### config.mk
export PLATFORM = sky130hd
export DESIGN_NAME = sprite_render
export DESIGN_NICKNAME = d
export VERILOG_FILES = /design/src/sprite_pkg.sv /design/src/sprite_render.sv /design/src/sprite_blitter.sv /design/src/sprite_row_fetch.sv /design/src/sprite_meta_fetch.sv /design/src/hit_list_reader.sv
export VERILOG_INCLUDE_DIRS = /design/src
export SDC_FILE = /design/constraint.sdc
export NUM_CORES = 1
export LEC_CHECK = 0
export BUFFER_PORTS_ARGS = -buffer_cell sky130_fd_sc_hd__buf_4
export CAP_MARGIN = 15
export CORE_MARGIN = 2
export CORE_UTILIZATION = 30
export DETAILED_ROUTE_END_ITERATION = 8
export SLEW_MARGIN = 20
export SYNTH_ARGS = -nofsm -noshare
export SYNTH_HDL_FRONTEND = slang
export SYNTH_SLANG_ARGS = --single-unit
### constraint.sdc
create_clock -name clk -period 2.1 [get_ports clk]
set_input_delay 0.21 -clock clk [delete_from_list [all_inputs] [get_ports clk]]
set_output_delay 0.21 -clock clk [all_outputs]
set_load 0.02 [all_outputs]
### src/sprite_macros.svh
// ********************
// widths, latencies and VRAM row spacing for the sprite line renderer
// SPR_META_LATENCY must be at least 1
// ********************
`ifndef SPRITE_MACROS_SVH
`define SPRITE_MACROS_SVH

// VRAM word address width
`define SPR_VRAM_AW 14
// line buffer address width, 1024 positions
`define SPR_X_W 10
// hit list address width, bit 8 flags the 256-entry limit
`define SPR_HIT_AW 9
// cycles from metadata address to attribute data
`define SPR_META_LATENCY 1
// word distance from the top half of a 16-row character to its lower half
`define SPR_ROW_OFFSET 128

`endif
### src/sprite_pkg.sv
// ********************
// shared types for the sprite line renderer
// sizes come from the macros header
// ********************
`include "sprite_macros.svh"

package sprite_pkg;

    typedef logic [7:0] sprite_id_t;

    typedef logic [`SPR_VRAM_AW-1:0] vram_addr_t;

    typedef logic [`SPR_X_W-1:0] screen_x_t;

    // eight 4-bit pixels, leftmost pixel in bits 31:28
    typedef logic [31:0] pixel_row_t;

    // one line buffer entry, colour 0 is transparent
    typedef struct packed {
        logic [1:0] prio;
        logic [3:0] palette;
        logic [3:0] colour;
    } line_pixel_t;

endpackage

### src/sprite_render.sv
`timescale 1ns/1ps
// ********************
// renders one scanline of sprites, restart begins a new line
// later sprites overwrite earlier ones, no priority resolution
// line_done holds until the next restart
// ********************
`include "sprite_macros.svh"

module sprite_render (
    input  logic                    clk,
    input  logic                    rst_n,
    input  logic                    restart,
    output logic [`SPR_HIT_AW-1:0]  hit_list_read_address,
    input  sprite_pkg::sprite_id_t  sprite_id,
    input  logic [3:0]              line_offset,
    input  logic                    width_select,
    input  logic                    hit_list_ended,
    output sprite_pkg::sprite_id_t  sprite_meta_address,
    input  logic [9:0]              character,
    input  logic [3:0]              palette,
    input  logic [1:0]              pixel_priority,
    input  sprite_pkg::screen_x_t   target_x,
    input  logic                    flip_x,
    input  sprite_pkg::vram_addr_t  vram_base_address,
    output logic                    vram_read_req,
    output sprite_pkg::vram_addr_t  vram_read_address,
    input  sprite_pkg::pixel_row_t  vram_read_data,
    input  logic                    vram_data_valid,
    output logic                    line_buffer_write_en,
    output sprite_pkg::screen_x_t   line_buffer_write_address,
    output sprite_pkg::line_pixel_t line_buffer_write_data,
    output logic                    line_done
);
    import sprite_pkg::*;

    logic       hit_valid;
    logic       hit_ready;
    sprite_id_t hit_sprite_id;
    logic [3:0] hit_line_offset;
    logic       hit_width_select;
    logic       hit_end;

    logic       meta_valid;
    logic       meta_ready;
    logic [9:0] meta_character;
    logic [3:0] meta_palette;
    logic [1:0] meta_priority;
    screen_x_t  meta_target_x;
    logic       meta_flip;
    logic [3:0] meta_line_offset;
    logic       meta_width_select;
    logic       list_finished;

    logic       row_valid;
    logic       row_ready;
    pixel_row_t row_pixels;
    logic [3:0] row_palette;
    logic [1:0] row_priority;
    screen_x_t  row_x_start;
    logic       row_flip;
    logic       fetch_idle;
    logic       blit_idle;

    hit_list_reader reader0 (
        .clk, .rst_n, .restart, .hit_ready,
        .sprite_id, .line_offset, .width_select, .hit_list_ended,
        .hit_list_read_address, .hit_valid, .hit_sprite_id,
        .hit_line_offset, .hit_width_select, .hit_end
    );

    sprite_meta_fetch meta0 (
        .clk, .rst_n, .restart,
        .hit_valid, .hit_sprite_id, .hit_line_offset, .hit_width_select, .hit_end,
        .character, .palette, .pixel_priority, .target_x, .flip_x, .meta_ready,
        .hit_ready, .sprite_meta_address, .meta_valid, .meta_character,
        .meta_palette, .meta_priority, .meta_target_x, .meta_flip,
        .meta_line_offset, .meta_width_select, .list_finished
    );

    sprite_row_fetch fetch0 (
        .clk, .rst_n, .restart,
        .meta_valid, .meta_character, .meta_palette, .meta_priority, .meta_target_x,
        .meta_flip, .meta_line_offset, .meta_width_select,
        .vram_base_address, .vram_read_data, .vram_data_valid, .row_ready,
        .meta_ready, .vram_read_req, .vram_read_address, .row_valid, .row_pixels,
        .row_palette, .row_priority, .row_x_start, .row_flip, .fetch_idle
    );

    sprite_blitter blit0 (
        .clk, .rst_n, .restart,
        .row_valid, .row_pixels, .row_palette, .row_priority, .row_x_start, .row_flip,
        .row_ready, .line_buffer_write_en, .line_buffer_write_address,
        .line_buffer_write_data, .blit_idle
    );

    // the end entry only passes an idle metadata stage, so the downstream
    // idle flags cover every sprite still in flight
    always_ff @(posedge clk or negedge rst_n) begin
        if (!rst_n) begin
            line_done <= 1'b0;
        end else if (restart) begin
            line_done <= 1'b0;
        end else if (list_finished && fetch_idle && blit_idle) begin
            line_done <= 1'b1;
        end
    end

endmodule

### src/sprite_blitter.sv
`timescale 1ns/1ps
// ********************
// takes a row only when idle, then writes eight pixel slots back to back
// colour 0 is transparent, x wraps at the end of the line buffer
// ********************

module sprite_blitter (
    input  logic                    clk,
    input  logic                    rst_n,
    input  logic                    restart,
    input  logic                    row_valid,
    input  sprite_pkg::pixel_row_t  row_pixels,
    input  logic [3:0]              row_palette,
    input  logic [1:0]              row_priority,
    input  sprite_pkg::screen_x_t   row_x_start,
    input  logic                    row_flip,
    output logic                    row_ready,
    output logic                    line_buffer_write_en,
    output sprite_pkg::screen_x_t   line_buffer_write_address,
    output sprite_pkg::line_pixel_t line_buffer_write_data,
    output logic                    blit_idle
);
    import sprite_pkg::*;

    logic       busy;
    logic [2:0] pixel_count;
    pixel_row_t shifter;
    logic       flip_q;
    logic [3:0] palette_q;
    logic [1:0] priority_q;
    logic [3:0] colour;
    logic       row_take;

    assign row_ready = !busy;
    assign blit_idle = !busy;
    assign row_take = row_valid && row_ready;

    // flipped rows go out from the bottom nibble
    assign colour = flip_q ? shifter[3:0] : shifter[31:28];
    assign line_buffer_write_en = busy && (colour != 4'h0);

    always_comb begin
        line_buffer_write_data.prio = priority_q;
        line_buffer_write_data.palette = palette_q;
        line_buffer_write_data.colour = colour;
    end

    always_ff @(posedge clk or negedge rst_n) begin
        if (!rst_n) begin
            busy <= 1'b0;
            pixel_count <= '0;
        end else if (restart) begin
            busy <= 1'b0;
            pixel_count <= '0;
        end else if (row_take) begin
            busy <= 1'b1;
            pixel_count <= 3'd7;
        end else if (busy) begin
            if (pixel_count == '0) begin
                busy <= 1'b0;
            end else begin
                pixel_count <= pixel_count - 1'b1;
            end
        end
    end

    always_ff @(posedge clk) begin
        if (row_take) begin
            shifter <= row_pixels;
            flip_q <= row_flip;
            palette_q <= row_palette;
            priority_q <= row_priority;
            line_buffer_write_address <= row_x_start;
        end else if (busy) begin
            shifter <= flip_q ? (shifter >> 4) : (shifter << 4);
            // wraps from 1023 to 0
            line_buffer_write_address <= line_buffer_write_address + 1'b1;
        end
    end

endmodule

### src/sprite_row_fetch.sv
`timescale 1ns/1ps
// ********************
// one VRAM request outstanding, answered by a single data valid pulse
// 16-pixel sprites read their second row only after the first is handed on
// ********************
`include "sprite_macros.svh"

module sprite_row_fetch (
    input  logic                   clk,
    input  logic                   rst_n,
    input  logic                   restart,
    input  logic                   meta_valid,
    input  logic [9:0]             meta_character,
    input  logic [3:0]             meta_palette,
    input  logic [1:0]             meta_priority,
    input  sprite_pkg::screen_x_t  meta_target_x,
    input  logic                   meta_flip,
    input  logic [3:0]             meta_line_offset,
    input  logic                   meta_width_select,
    input  sprite_pkg::vram_addr_t vram_base_address,
    input  sprite_pkg::pixel_row_t vram_read_data,
    input  logic                   vram_data_valid,
    input  logic                   row_ready,
    output logic                   meta_ready,
    output logic                   vram_read_req,
    output sprite_pkg::vram_addr_t vram_read_address,
    output logic                   row_valid,
    output sprite_pkg::pixel_row_t row_pixels,
    output logic [3:0]             row_palette,
    output logic [1:0]             row_priority,
    output sprite_pkg::screen_x_t  row_x_start,
    output logic                   row_flip,
    output logic                   fetch_idle
);
    import sprite_pkg::*;

    logic       busy;
    logic       waiting;
    logic       second_half;
    logic       wide;
    screen_x_t  target_x_q;
    vram_addr_t row_address;
    logic       meta_take;
    logic       data_take;
    logic       row_take;

    assign meta_ready = !busy;
    assign fetch_idle = !busy;
    assign meta_take = meta_valid && meta_ready;
    assign data_take = waiting && vram_data_valid;
    assign row_take = row_valid && row_ready;

    // eight words per character, lower 8 rows of a tall character sit further on
    assign row_address = vram_base_address
                       + vram_addr_t'({meta_character, 3'b000})
                       + vram_addr_t'(meta_line_offset[2:0])
                       + (meta_line_offset[3] ? vram_addr_t'(`SPR_ROW_OFFSET) : vram_addr_t'(0));

    // the right-hand half lands 8 pixels on, halves swap under flip
    assign row_x_start = target_x_q + ((second_half ^ row_flip) ? screen_x_t'(8) : screen_x_t'(0));

    always_ff @(posedge clk or negedge rst_n) begin
        if (!rst_n) begin
            busy <= 1'b0;
            waiting <= 1'b0;
            second_half <= 1'b0;
            vram_read_req <= 1'b0;
            row_valid <= 1'b0;
        end else if (restart) begin
            busy <= 1'b0;
            waiting <= 1'b0;
            second_half <= 1'b0;
            vram_read_req <= 1'b0;
            row_valid <= 1'b0;
        end else begin
            vram_read_req <= 1'b0;
            if (meta_take) begin
                busy <= 1'b1;
                waiting <= 1'b1;
                second_half <= 1'b0;
                vram_read_req <= 1'b1;
            end else if (data_take) begin
                waiting <= 1'b0;
                row_valid <= 1'b1;
            end else if (row_take) begin
                row_valid <= 1'b0;
                if (wide && !second_half) begin
                    second_half <= 1'b1;
                    waiting <= 1'b1;
                    vram_read_req <= 1'b1;
                end else begin
                    busy <= 1'b0;
                end
            end
        end
    end

    always_ff @(posedge clk) begin
        if (meta_take) begin
            vram_read_address <= row_address;
            wide <= meta_width_select;
            target_x_q <= meta_target_x;
            row_palette <= meta_palette;
            row_priority <= meta_priority;
            row_flip <= meta_flip;
        end else if (row_take && wide && !second_half) begin
            // right half of the row is the next character
            vram_read_address <= vram_read_address + vram_addr_t'(8);
        end
        if (data_take) begin
            row_pixels <= vram_read_data;
        end
    end

endmodule

### src/sprite_meta_fetch.sv
`timescale 1ns/1ps
// ********************
// metadata port has fixed latency, the address is held until capture
// one entry at a time, nothing accepted after an end entry until restart
// ********************
`include "sprite_macros.svh"

module sprite_meta_fetch (
    input  logic                   clk,
    input  logic                   rst_n,
    input  logic                   restart,
    input  logic                   hit_valid,
    input  sprite_pkg::sprite_id_t hit_sprite_id,
    input  logic [3:0]             hit_line_offset,
    input  logic                   hit_width_select,
    input  logic                   hit_end,
    input  logic [9:0]             character,
    input  logic [3:0]             palette,
    input  logic [1:0]             pixel_priority,
    input  sprite_pkg::screen_x_t  target_x,
    input  logic                   flip_x,
    input  logic                   meta_ready,
    output logic                   hit_ready,
    output sprite_pkg::sprite_id_t sprite_meta_address,
    output logic                   meta_valid,
    output logic [9:0]             meta_character,
    output logic [3:0]             meta_palette,
    output logic [1:0]             meta_priority,
    output sprite_pkg::screen_x_t  meta_target_x,
    output logic                   meta_flip,
    output logic [3:0]             meta_line_offset,
    output logic                   meta_width_select,
    output logic                   list_finished
);
    localparam int CNT_W = $clog2(`SPR_META_LATENCY + 1);

    logic             loading;
    logic [CNT_W-1:0] wait_count;
    logic             hit_take;
    logic             meta_load;

    assign hit_ready = !loading && !meta_valid && !list_finished;
    assign hit_take = hit_valid && hit_ready;
    assign meta_load = loading && (wait_count == '0);

    always_ff @(posedge clk or negedge rst_n) begin
        if (!rst_n) begin
            loading <= 1'b0;
            wait_count <= '0;
            meta_valid <= 1'b0;
            list_finished <= 1'b0;
        end else if (restart) begin
            loading <= 1'b0;
            wait_count <= '0;
            meta_valid <= 1'b0;
            list_finished <= 1'b0;
        end else if (hit_take) begin
            // an end entry carries no sprite
            if (hit_end) begin
                list_finished <= 1'b1;
            end else begin
                loading <= 1'b1;
                wait_count <= CNT_W'(`SPR_META_LATENCY);
            end
        end else if (loading) begin
            if (wait_count != '0) begin
                wait_count <= wait_count - 1'b1;
            end else begin
                loading <= 1'b0;
                meta_valid <= 1'b1;
            end
        end else if (meta_valid && meta_ready) begin
            meta_valid <= 1'b0;
        end
    end

    always_ff @(posedge clk) begin
        if (hit_take) begin
            sprite_meta_address <= hit_sprite_id;
            meta_line_offset <= hit_line_offset;
            meta_width_select <= hit_width_select;
        end
        if (meta_load) begin
            meta_character <= character;
            meta_palette <= palette;
            meta_priority <= pixel_priority;
            meta_target_x <= target_x;
            meta_flip <= flip_x;
        end
    end

endmodule

### src/hit_list_reader.sv
`timescale 1ns/1ps
// ********************
// hit list RAM is synchronous, data follows the address by one cycle
// at most one entry every two cycles, address restarts at 0 on restart
// ********************
`include "sprite_macros.svh"

module hit_list_reader (
    input  logic                   clk,
    input  logic                   rst_n,
    input  logic                   restart,
    input  logic                   hit_ready,
    input  sprite_pkg::sprite_id_t sprite_id,
    input  logic [3:0]             line_offset,
    input  logic                   width_select,
    input  logic                   hit_list_ended,
    output logic [`SPR_HIT_AW-1:0] hit_list_read_address,
    output logic                   hit_valid,
    output sprite_pkg::sprite_id_t hit_sprite_id,
    output logic [3:0]             hit_line_offset,
    output logic                   hit_width_select,
    output logic                   hit_end
);
    // set once the RAM has latched the current address
    logic data_ready;
    logic capture;

    assign capture = data_ready && !hit_valid;

    always_ff @(posedge clk or negedge rst_n) begin
        if (!rst_n) begin
            hit_list_read_address <= '0;
            data_ready <= 1'b0;
            hit_valid <= 1'b0;
        end else if (restart) begin
            hit_list_read_address <= '0;
            data_ready <= 1'b0;
            hit_valid <= 1'b0;
        end else if (hit_valid) begin
            // entry taken, move on and issue the next read
            if (hit_ready) begin
                hit_valid <= 1'b0;
                hit_list_read_address <= hit_list_read_address + 1'b1;
            end
        end else if (data_ready) begin
            hit_valid <= 1'b1;
            data_ready <= 1'b0;
        end else begin
            data_ready <= 1'b1;
        end
    end

    always_ff @(posedge clk) begin
        if (capture) begin
            hit_sprite_id <= sprite_id;
            hit_line_offset <= line_offset;
            hit_width_select <= width_select;
            // running past 256 entries also ends the list
            hit_end <= hit_list_ended | hit_list_read_address[`SPR_HIT_AW-1];
        end
    end

endmodule

---- Yosys cells after proc, flatten, opt, wreduce, memory -nomap -nowiden ----
Index checks and enable logic that the tools add are counted.
storage, ports and cells
  input port bits ......................... 91
  bits in writable memories ............... 0
  bits in read-only memories .............. 0
  bits in latches ......................... 0
  flip-flop bits (word level) ............. 192
  logic and storage cells ................. 175
  output and inout port bits .............. 54
  memories ................................ 0
cells by class
  $add $sub $neg .......................... 9
  bitwise gates (word level) .............. 3
  eq/ne operators ......................... 8
  mux-type cells .......................... 69
  magnitude comparators ................... 0
  reductions and logical operators ........ 47
  shift operators ......................... 0
  div/mod/pow operators ................... 0
  multipliers ............................. 0
operators by type and width
  kind                   number
  $mux 32                3
  $mux 1                 52
  $mux 14                2
  $mux 9                 3
  $mux 10                2
  $reduce_bool 3->1      6
  $add 14x13->14         1
  $add 14x14->14         1
  $add 14x3->14          1
  $add 14x4->14 const B  1
  $logic_and 1x1->1      14
  $reduce_bool 2->1      7
  $mux 3                 4
  $reduce_and 2->1       6
  $reduce_bool 4->1      3
  $add 10x1->10 const B  1
  $add 10x10->10         1
  $add 9x1->9 const B    1
  $ne 3x3->1 const B     3
  $reduce_and 3->1       3
  $mux 4                 2
  $mux 8                 1
  $logic_not 1->1        7
  $ne 2x2->1 const B     3
  other kinds (7)        8

---- Depth between registers and ports, before layout ----
  word-level depth ........................ 7
  mapped depth ............................ 9
  depth with buffers taken out ............ 9

---- By module ----
From an unflattened synthesis, not the netlist that was laid out.
unflattened totals
  cells, all modules ...................... 614
  area, all modules ....................... 8,380.5 sq um
modules (own cells, without submodules)
  module             seq. area each (sq um)  area an instance (sq um)  instances  cells each
  sprite_row_fetch   2,047.0                 3,369.5                   1          254
  sprite_blitter     1,571.5                 2,615.0                   1          231
  sprite_meta_fetch  1,301.2                 1,408.9                   1          59
  hit_list_reader    695.7                   952.2                     1          67
  sprite_render      25.0                    35.0                      1          3

---- Worst setup path before layout ----
Ideal clock, no wire load.
  path kind ............................... register to register
  start point ............................. register meta0.meta_line_offset[1]
  end point ............................... register fetch0.vram_read_address[13] (data pin)
  stages on the path, launching flop included .. 10
  path buffers ............................ 0
  clock period less this slack ............ 2.332 ns
  slack ................................... -0.232 ns
  data arrival time ....................... 2.198 ns
  cells stage by stage .................... edfxtp_1 > ha_1 > ha_1 > inv_1 > fa_1 > nand2b_1 > a21oi_2 > o21ai_2 > or4b_1 > nand3_1
between the ends
  cells in the longest elaborated chain, start to end .. 3
RTL lines
  item                    RTL line                 source
  from (decl)             sprite_meta_fetch.sv:31  output logic [3:0] meta_line_offset,
  from (signal assigned)  sprite_meta_fetch.sv:80  meta_line_offset <= hit_line_offset;
  $add 14x3->14           sprite_row_fetch.sv:56   + vram_addr_t'(meta_line_offset[2:0])
  $add 14x14->14          sprite_row_fetch.sv:54   assign row_address = vram_base_address
  $mux 14                 sprite_row_fetch.sv:99   if (meta_take) begin
  to (signal assigned)    sprite_row_fetch.sv:100  vram_read_address <= row_address;
  to (signal assigned)    sprite_row_fetch.sv:108  vram_read_address <= vram_read_address + vram_addr_t'(8);
  to (decl)               sprite_row_fetch.sv:26   output sprite_pkg::vram_addr_t vram_read_address,
Every way passes these cells.
A chain may end at the register's enable or synchronous reset.

---- Final worst setup path ----
  start point ............................. register meta0.meta_line_offset[1]
  end point ............................... register fetch0.vram_read_address[9] (data pin)
The elaborated chain is that of the path after synthesis.

==> summary.txt <==
Setup path
  – Critical R2R Launch: meta0.meta_line_offset[1]$_DFFE_PP_
  – Critical path capture point type: flip-flop
  – Worst-path fanout max: 3
  – Critical Path Start: meta0.meta_line_offset[1]$_DFFE_PP_
  – Critical path required time: 2.30 ns
  – CP Data Arrival Time: 2.50 ns
  – Startpoint class of the critical path: flip-flop
  – CP Class: reg -> reg

Placement
  – Placed cell area: 0.00996 mm²
  – PortBufs: 144
  – HPWL after DPL: 12500 µm
  – DP Cell Count: 1095
  – GPL Wtd Cong: 0.754
  – Post-Place Worst Slack: -0.178 ns

Worst hold path
  – Hold path startpoint: hit_list_ended
  – Hold Crit Class: in -> reg

Outcome
  – Status: complete, but fails checks
  – Failing checks: setup timing

Final layout
  – Fin util: 43.0%
  – Non-filler cells in the finished layout: 1208
  – Final Net Count: 978
  – # diodes: 0
  – Register area: 0.00564 mm²
  – Final instance area: 0.0116 mm²
  – Syn-to-layout area delta: 41.0%
  – Fill cells: 2448
  – Multi-input gate area: 0.00264 mm²
  – Share of cells above drive strength 1: 30.1%

Power
  – Leakage power: 4.45 nW
  – Worst VDD drop: 0.511 mV
  – Pwr dens: 752 mW/mm²

Synth
  – Synth cell types: 50
  – Most frequent cell after synthesis: edfxtp_1
  – Mapped cell area: 0.00821 mm²
  – Synth Register Bits: 192
  – Synth Area per Inst: 13.8 µm²
  – Cells after Synth: 596
  – Top post-synthesis cells by count: edfxtp_1, nand2_1, o21ai_0
  – Share of flip-flops with an asynchronous set or reset: 13.0%
  – Yosys top cell area share: 61.1%
  – Sequential share of the synthesized area: 68.7%
  – Leading area contributor after synthesis: edfxtp_1
  – Synth area leaders: edfxtp_1, dfrtp_1, ha_1
  – Synthesized Nets: 720
  – Number of synthesized flops with an enable pin: 167
  – Most used DFF post-synth: edfxtp_1
  – Synthesis Warnings: 0

Clocking
  – CTS HTree Levels: 4
  – Number of CTS-inserted buffers: 17
  – Worst-path clk slew: 0.09 ns
  – CTS tree: yes
  – Root Buffer: clkbuf_16
  – Clock sinks: 192
  – Worst-Skew Late Latency: 0.44 ns
  – Maximum clock path buffer count: 2

Drt
  – Post-DRT Antenna Nets: 0
  – Via/cell ratio: 4.45
  – 1st-pass router iterations: 5
  – Total Wirelength: 18400 µm
  – First DRT Iteration DRCs: 307
  – DRC violations left: 0
  – Routed vias: 5381
  – WL per Instance: 15.2 µm

Timing
  – Final Cycle Share: 110%
  – Peak Freq: 435 MHz
  – Slew margin rel.: 71.5%
  – PnR worst setup slack: -0.200 ns
  – Slew @ Worst Pin: 0.428 ns
  – Slew Viols, Final: 0
  – Final setup fails: 8
  – Minimum clock period: 2.30 ns
  – RSZ-0062 raised after global routing: true
  – Clock skew: 0.0142 ns
  – Final Hold Viols: 0

Floorplanning
  – Height of the die: 169 µm
  – Die width: 169 µm
  – Row count: 60
  – Initial core utilization: 30.5%
  – I/O pin count: 145
  – Die area: 0.0287 mm²
  – Core Box Area: 0.0270 mm²

GRT
  – Gr usage total: 13.0%
  – Largest net degree at the start of global routing: 66
  – Total gr overflow: 0
  – First-pass GRT wire length: 28700 µm
  – Initial antenna violation count: 0
  – Vias in the first global route: 5430

Run
  – MaxCap Viol Count: 0
==> worst max-delay path, cell delays in order, from the launching register on <==
cell and delay (ns):
edfxtp_1 0.38, ha_1 0.29, ha_2 0.18, inv_2 0.04, fa_2 0.33, nand2b_4 0.16, a21oi_4 0.14, o21ai_2 0.10
buf_4 0.15, buf_6 0.11, xor2_1 0.12, a21oi_1 0.08
==> timing repair <==
action	CTS	global route
hold endpoints to repair	97	0
hold buffers	73	0
endpoints found under the setup margin	8	10
gates cloned	0	0
resized for setup	14	21
buffers inserted	2	6
pin swaps	16	12
==> layer usage <==
layer	part of all wire, %	vias up	GRT usage, %	routed length (µm)
li1	-	2693	-	-
met1	45	2553	16.5	8270
met2	50	110	21.7	9130
met3	3.4	25	3.22	628
met4	1.8	0	4.20	336
met5	0	-	0	0
==> per-stage QoR <==
step | power, W | hold WS [ns] | TNS (ns)
finish | 0.00871 | 0.0566 | -0.830
global route | 0.00908 | 0.0278 | -1.64
CTS | 0.00876 | 0.0340 | -0.487
detailed placement | 0.00523 | 0.142 | -0.661
global placement | 0.00521 | 0.137 | -0.495
floorplan | 0.00484 | -0.0856 | -0.157
==> final cells by class <==
class	instances	area share (%)
Multi-Input combinational cell	365	22.8
Clock inverter	15	1.76
Tap cell	341	3.68
Inverter	20	0.648
Sequential cell	192	48.7
Clock buffer	17	3.67
Timing Repair Buffer	258	18.7
==> logic make-up (layout without fill, tap and decap cells) <==
kind of cell / after synthesis / in the layout / synth area share [%]
flops: 192 / 192 / 68.7
simple gates: 170 / 170 / 9.89
compound gates: 95 / 95 / 6.69
buf+inv: 39 / 310 / 1.89
xor+xnor: 38 / 38 / 4.05
fa+ha+maj: 33 / 33 / 5.21
mux: 29 / 29 / 3.60
==> power breakdown <==
part / internal (W) / leakage, nW / total, W / switching [W]
Sequential: 0.00431 / 1.86 / 0.00437 / 0.0000655
Clock: 0.00165 / 0.303 / 0.00336 / 0.00171
Combinational: 0.000512 / 2.29 / 0.000972 / 0.000461
==> cells in the final DEF, fill, tap and decap left out, drive strengths merged, types with 7 or more instances in the layout <==
cell type	instances
o21ai	54
nand2	74
buf	185
mux2i	25
nor3	8
inv	28
nand2b	10
edfxtp	167
xor2	22
nand3	14
ha	31
a21oi	17
clkinv	7
xnor2	16
dfrtp	25
nor2	31
dlygate4sd3	73
nand4	7
clkbuf	17
==> flip-flops by register name (all words and copies together), names as in the netlist, 9 cells and up <==
name and flops:
meta0.meta_target_x 10, meta0.meta_character 10, fetch0.vram_read_address 14, fetch0.target_x_q 10, reader0.hit_list_read_address 9, fetch0.row_pixels 32, blit0.line_buffer_write_address 10, blit0.shifter 32
==> worst paths after layout <==
| kind | depth (start not counted) | slack (ns) | to |
|---|---|---|---|
| max | 11 | -0.20 | fetch0.vram_read_address[9]$_DFFE_PP_ |
| min | 2 | 0.06 | reader0.hit_end$_DFFE_PP_ |
| max reg2reg | 11 | -0.20 | fetch0.vram_read_address[9]$_DFFE_PP_ |
| min reg2reg | 0 | 0.42 | fetch0.target_x_q[3]$_DFFE_PP_ |
| max in group asynchronous | 2 | 1.62 | fetch0.vram_read_req$_DFF_PN0_ |
| min in group asynchronous | 2 | 0.22 | reader0.hit_list_read_address[8]$_DFFE_PN0P_ |
Power figures use the tool's default switching activity.
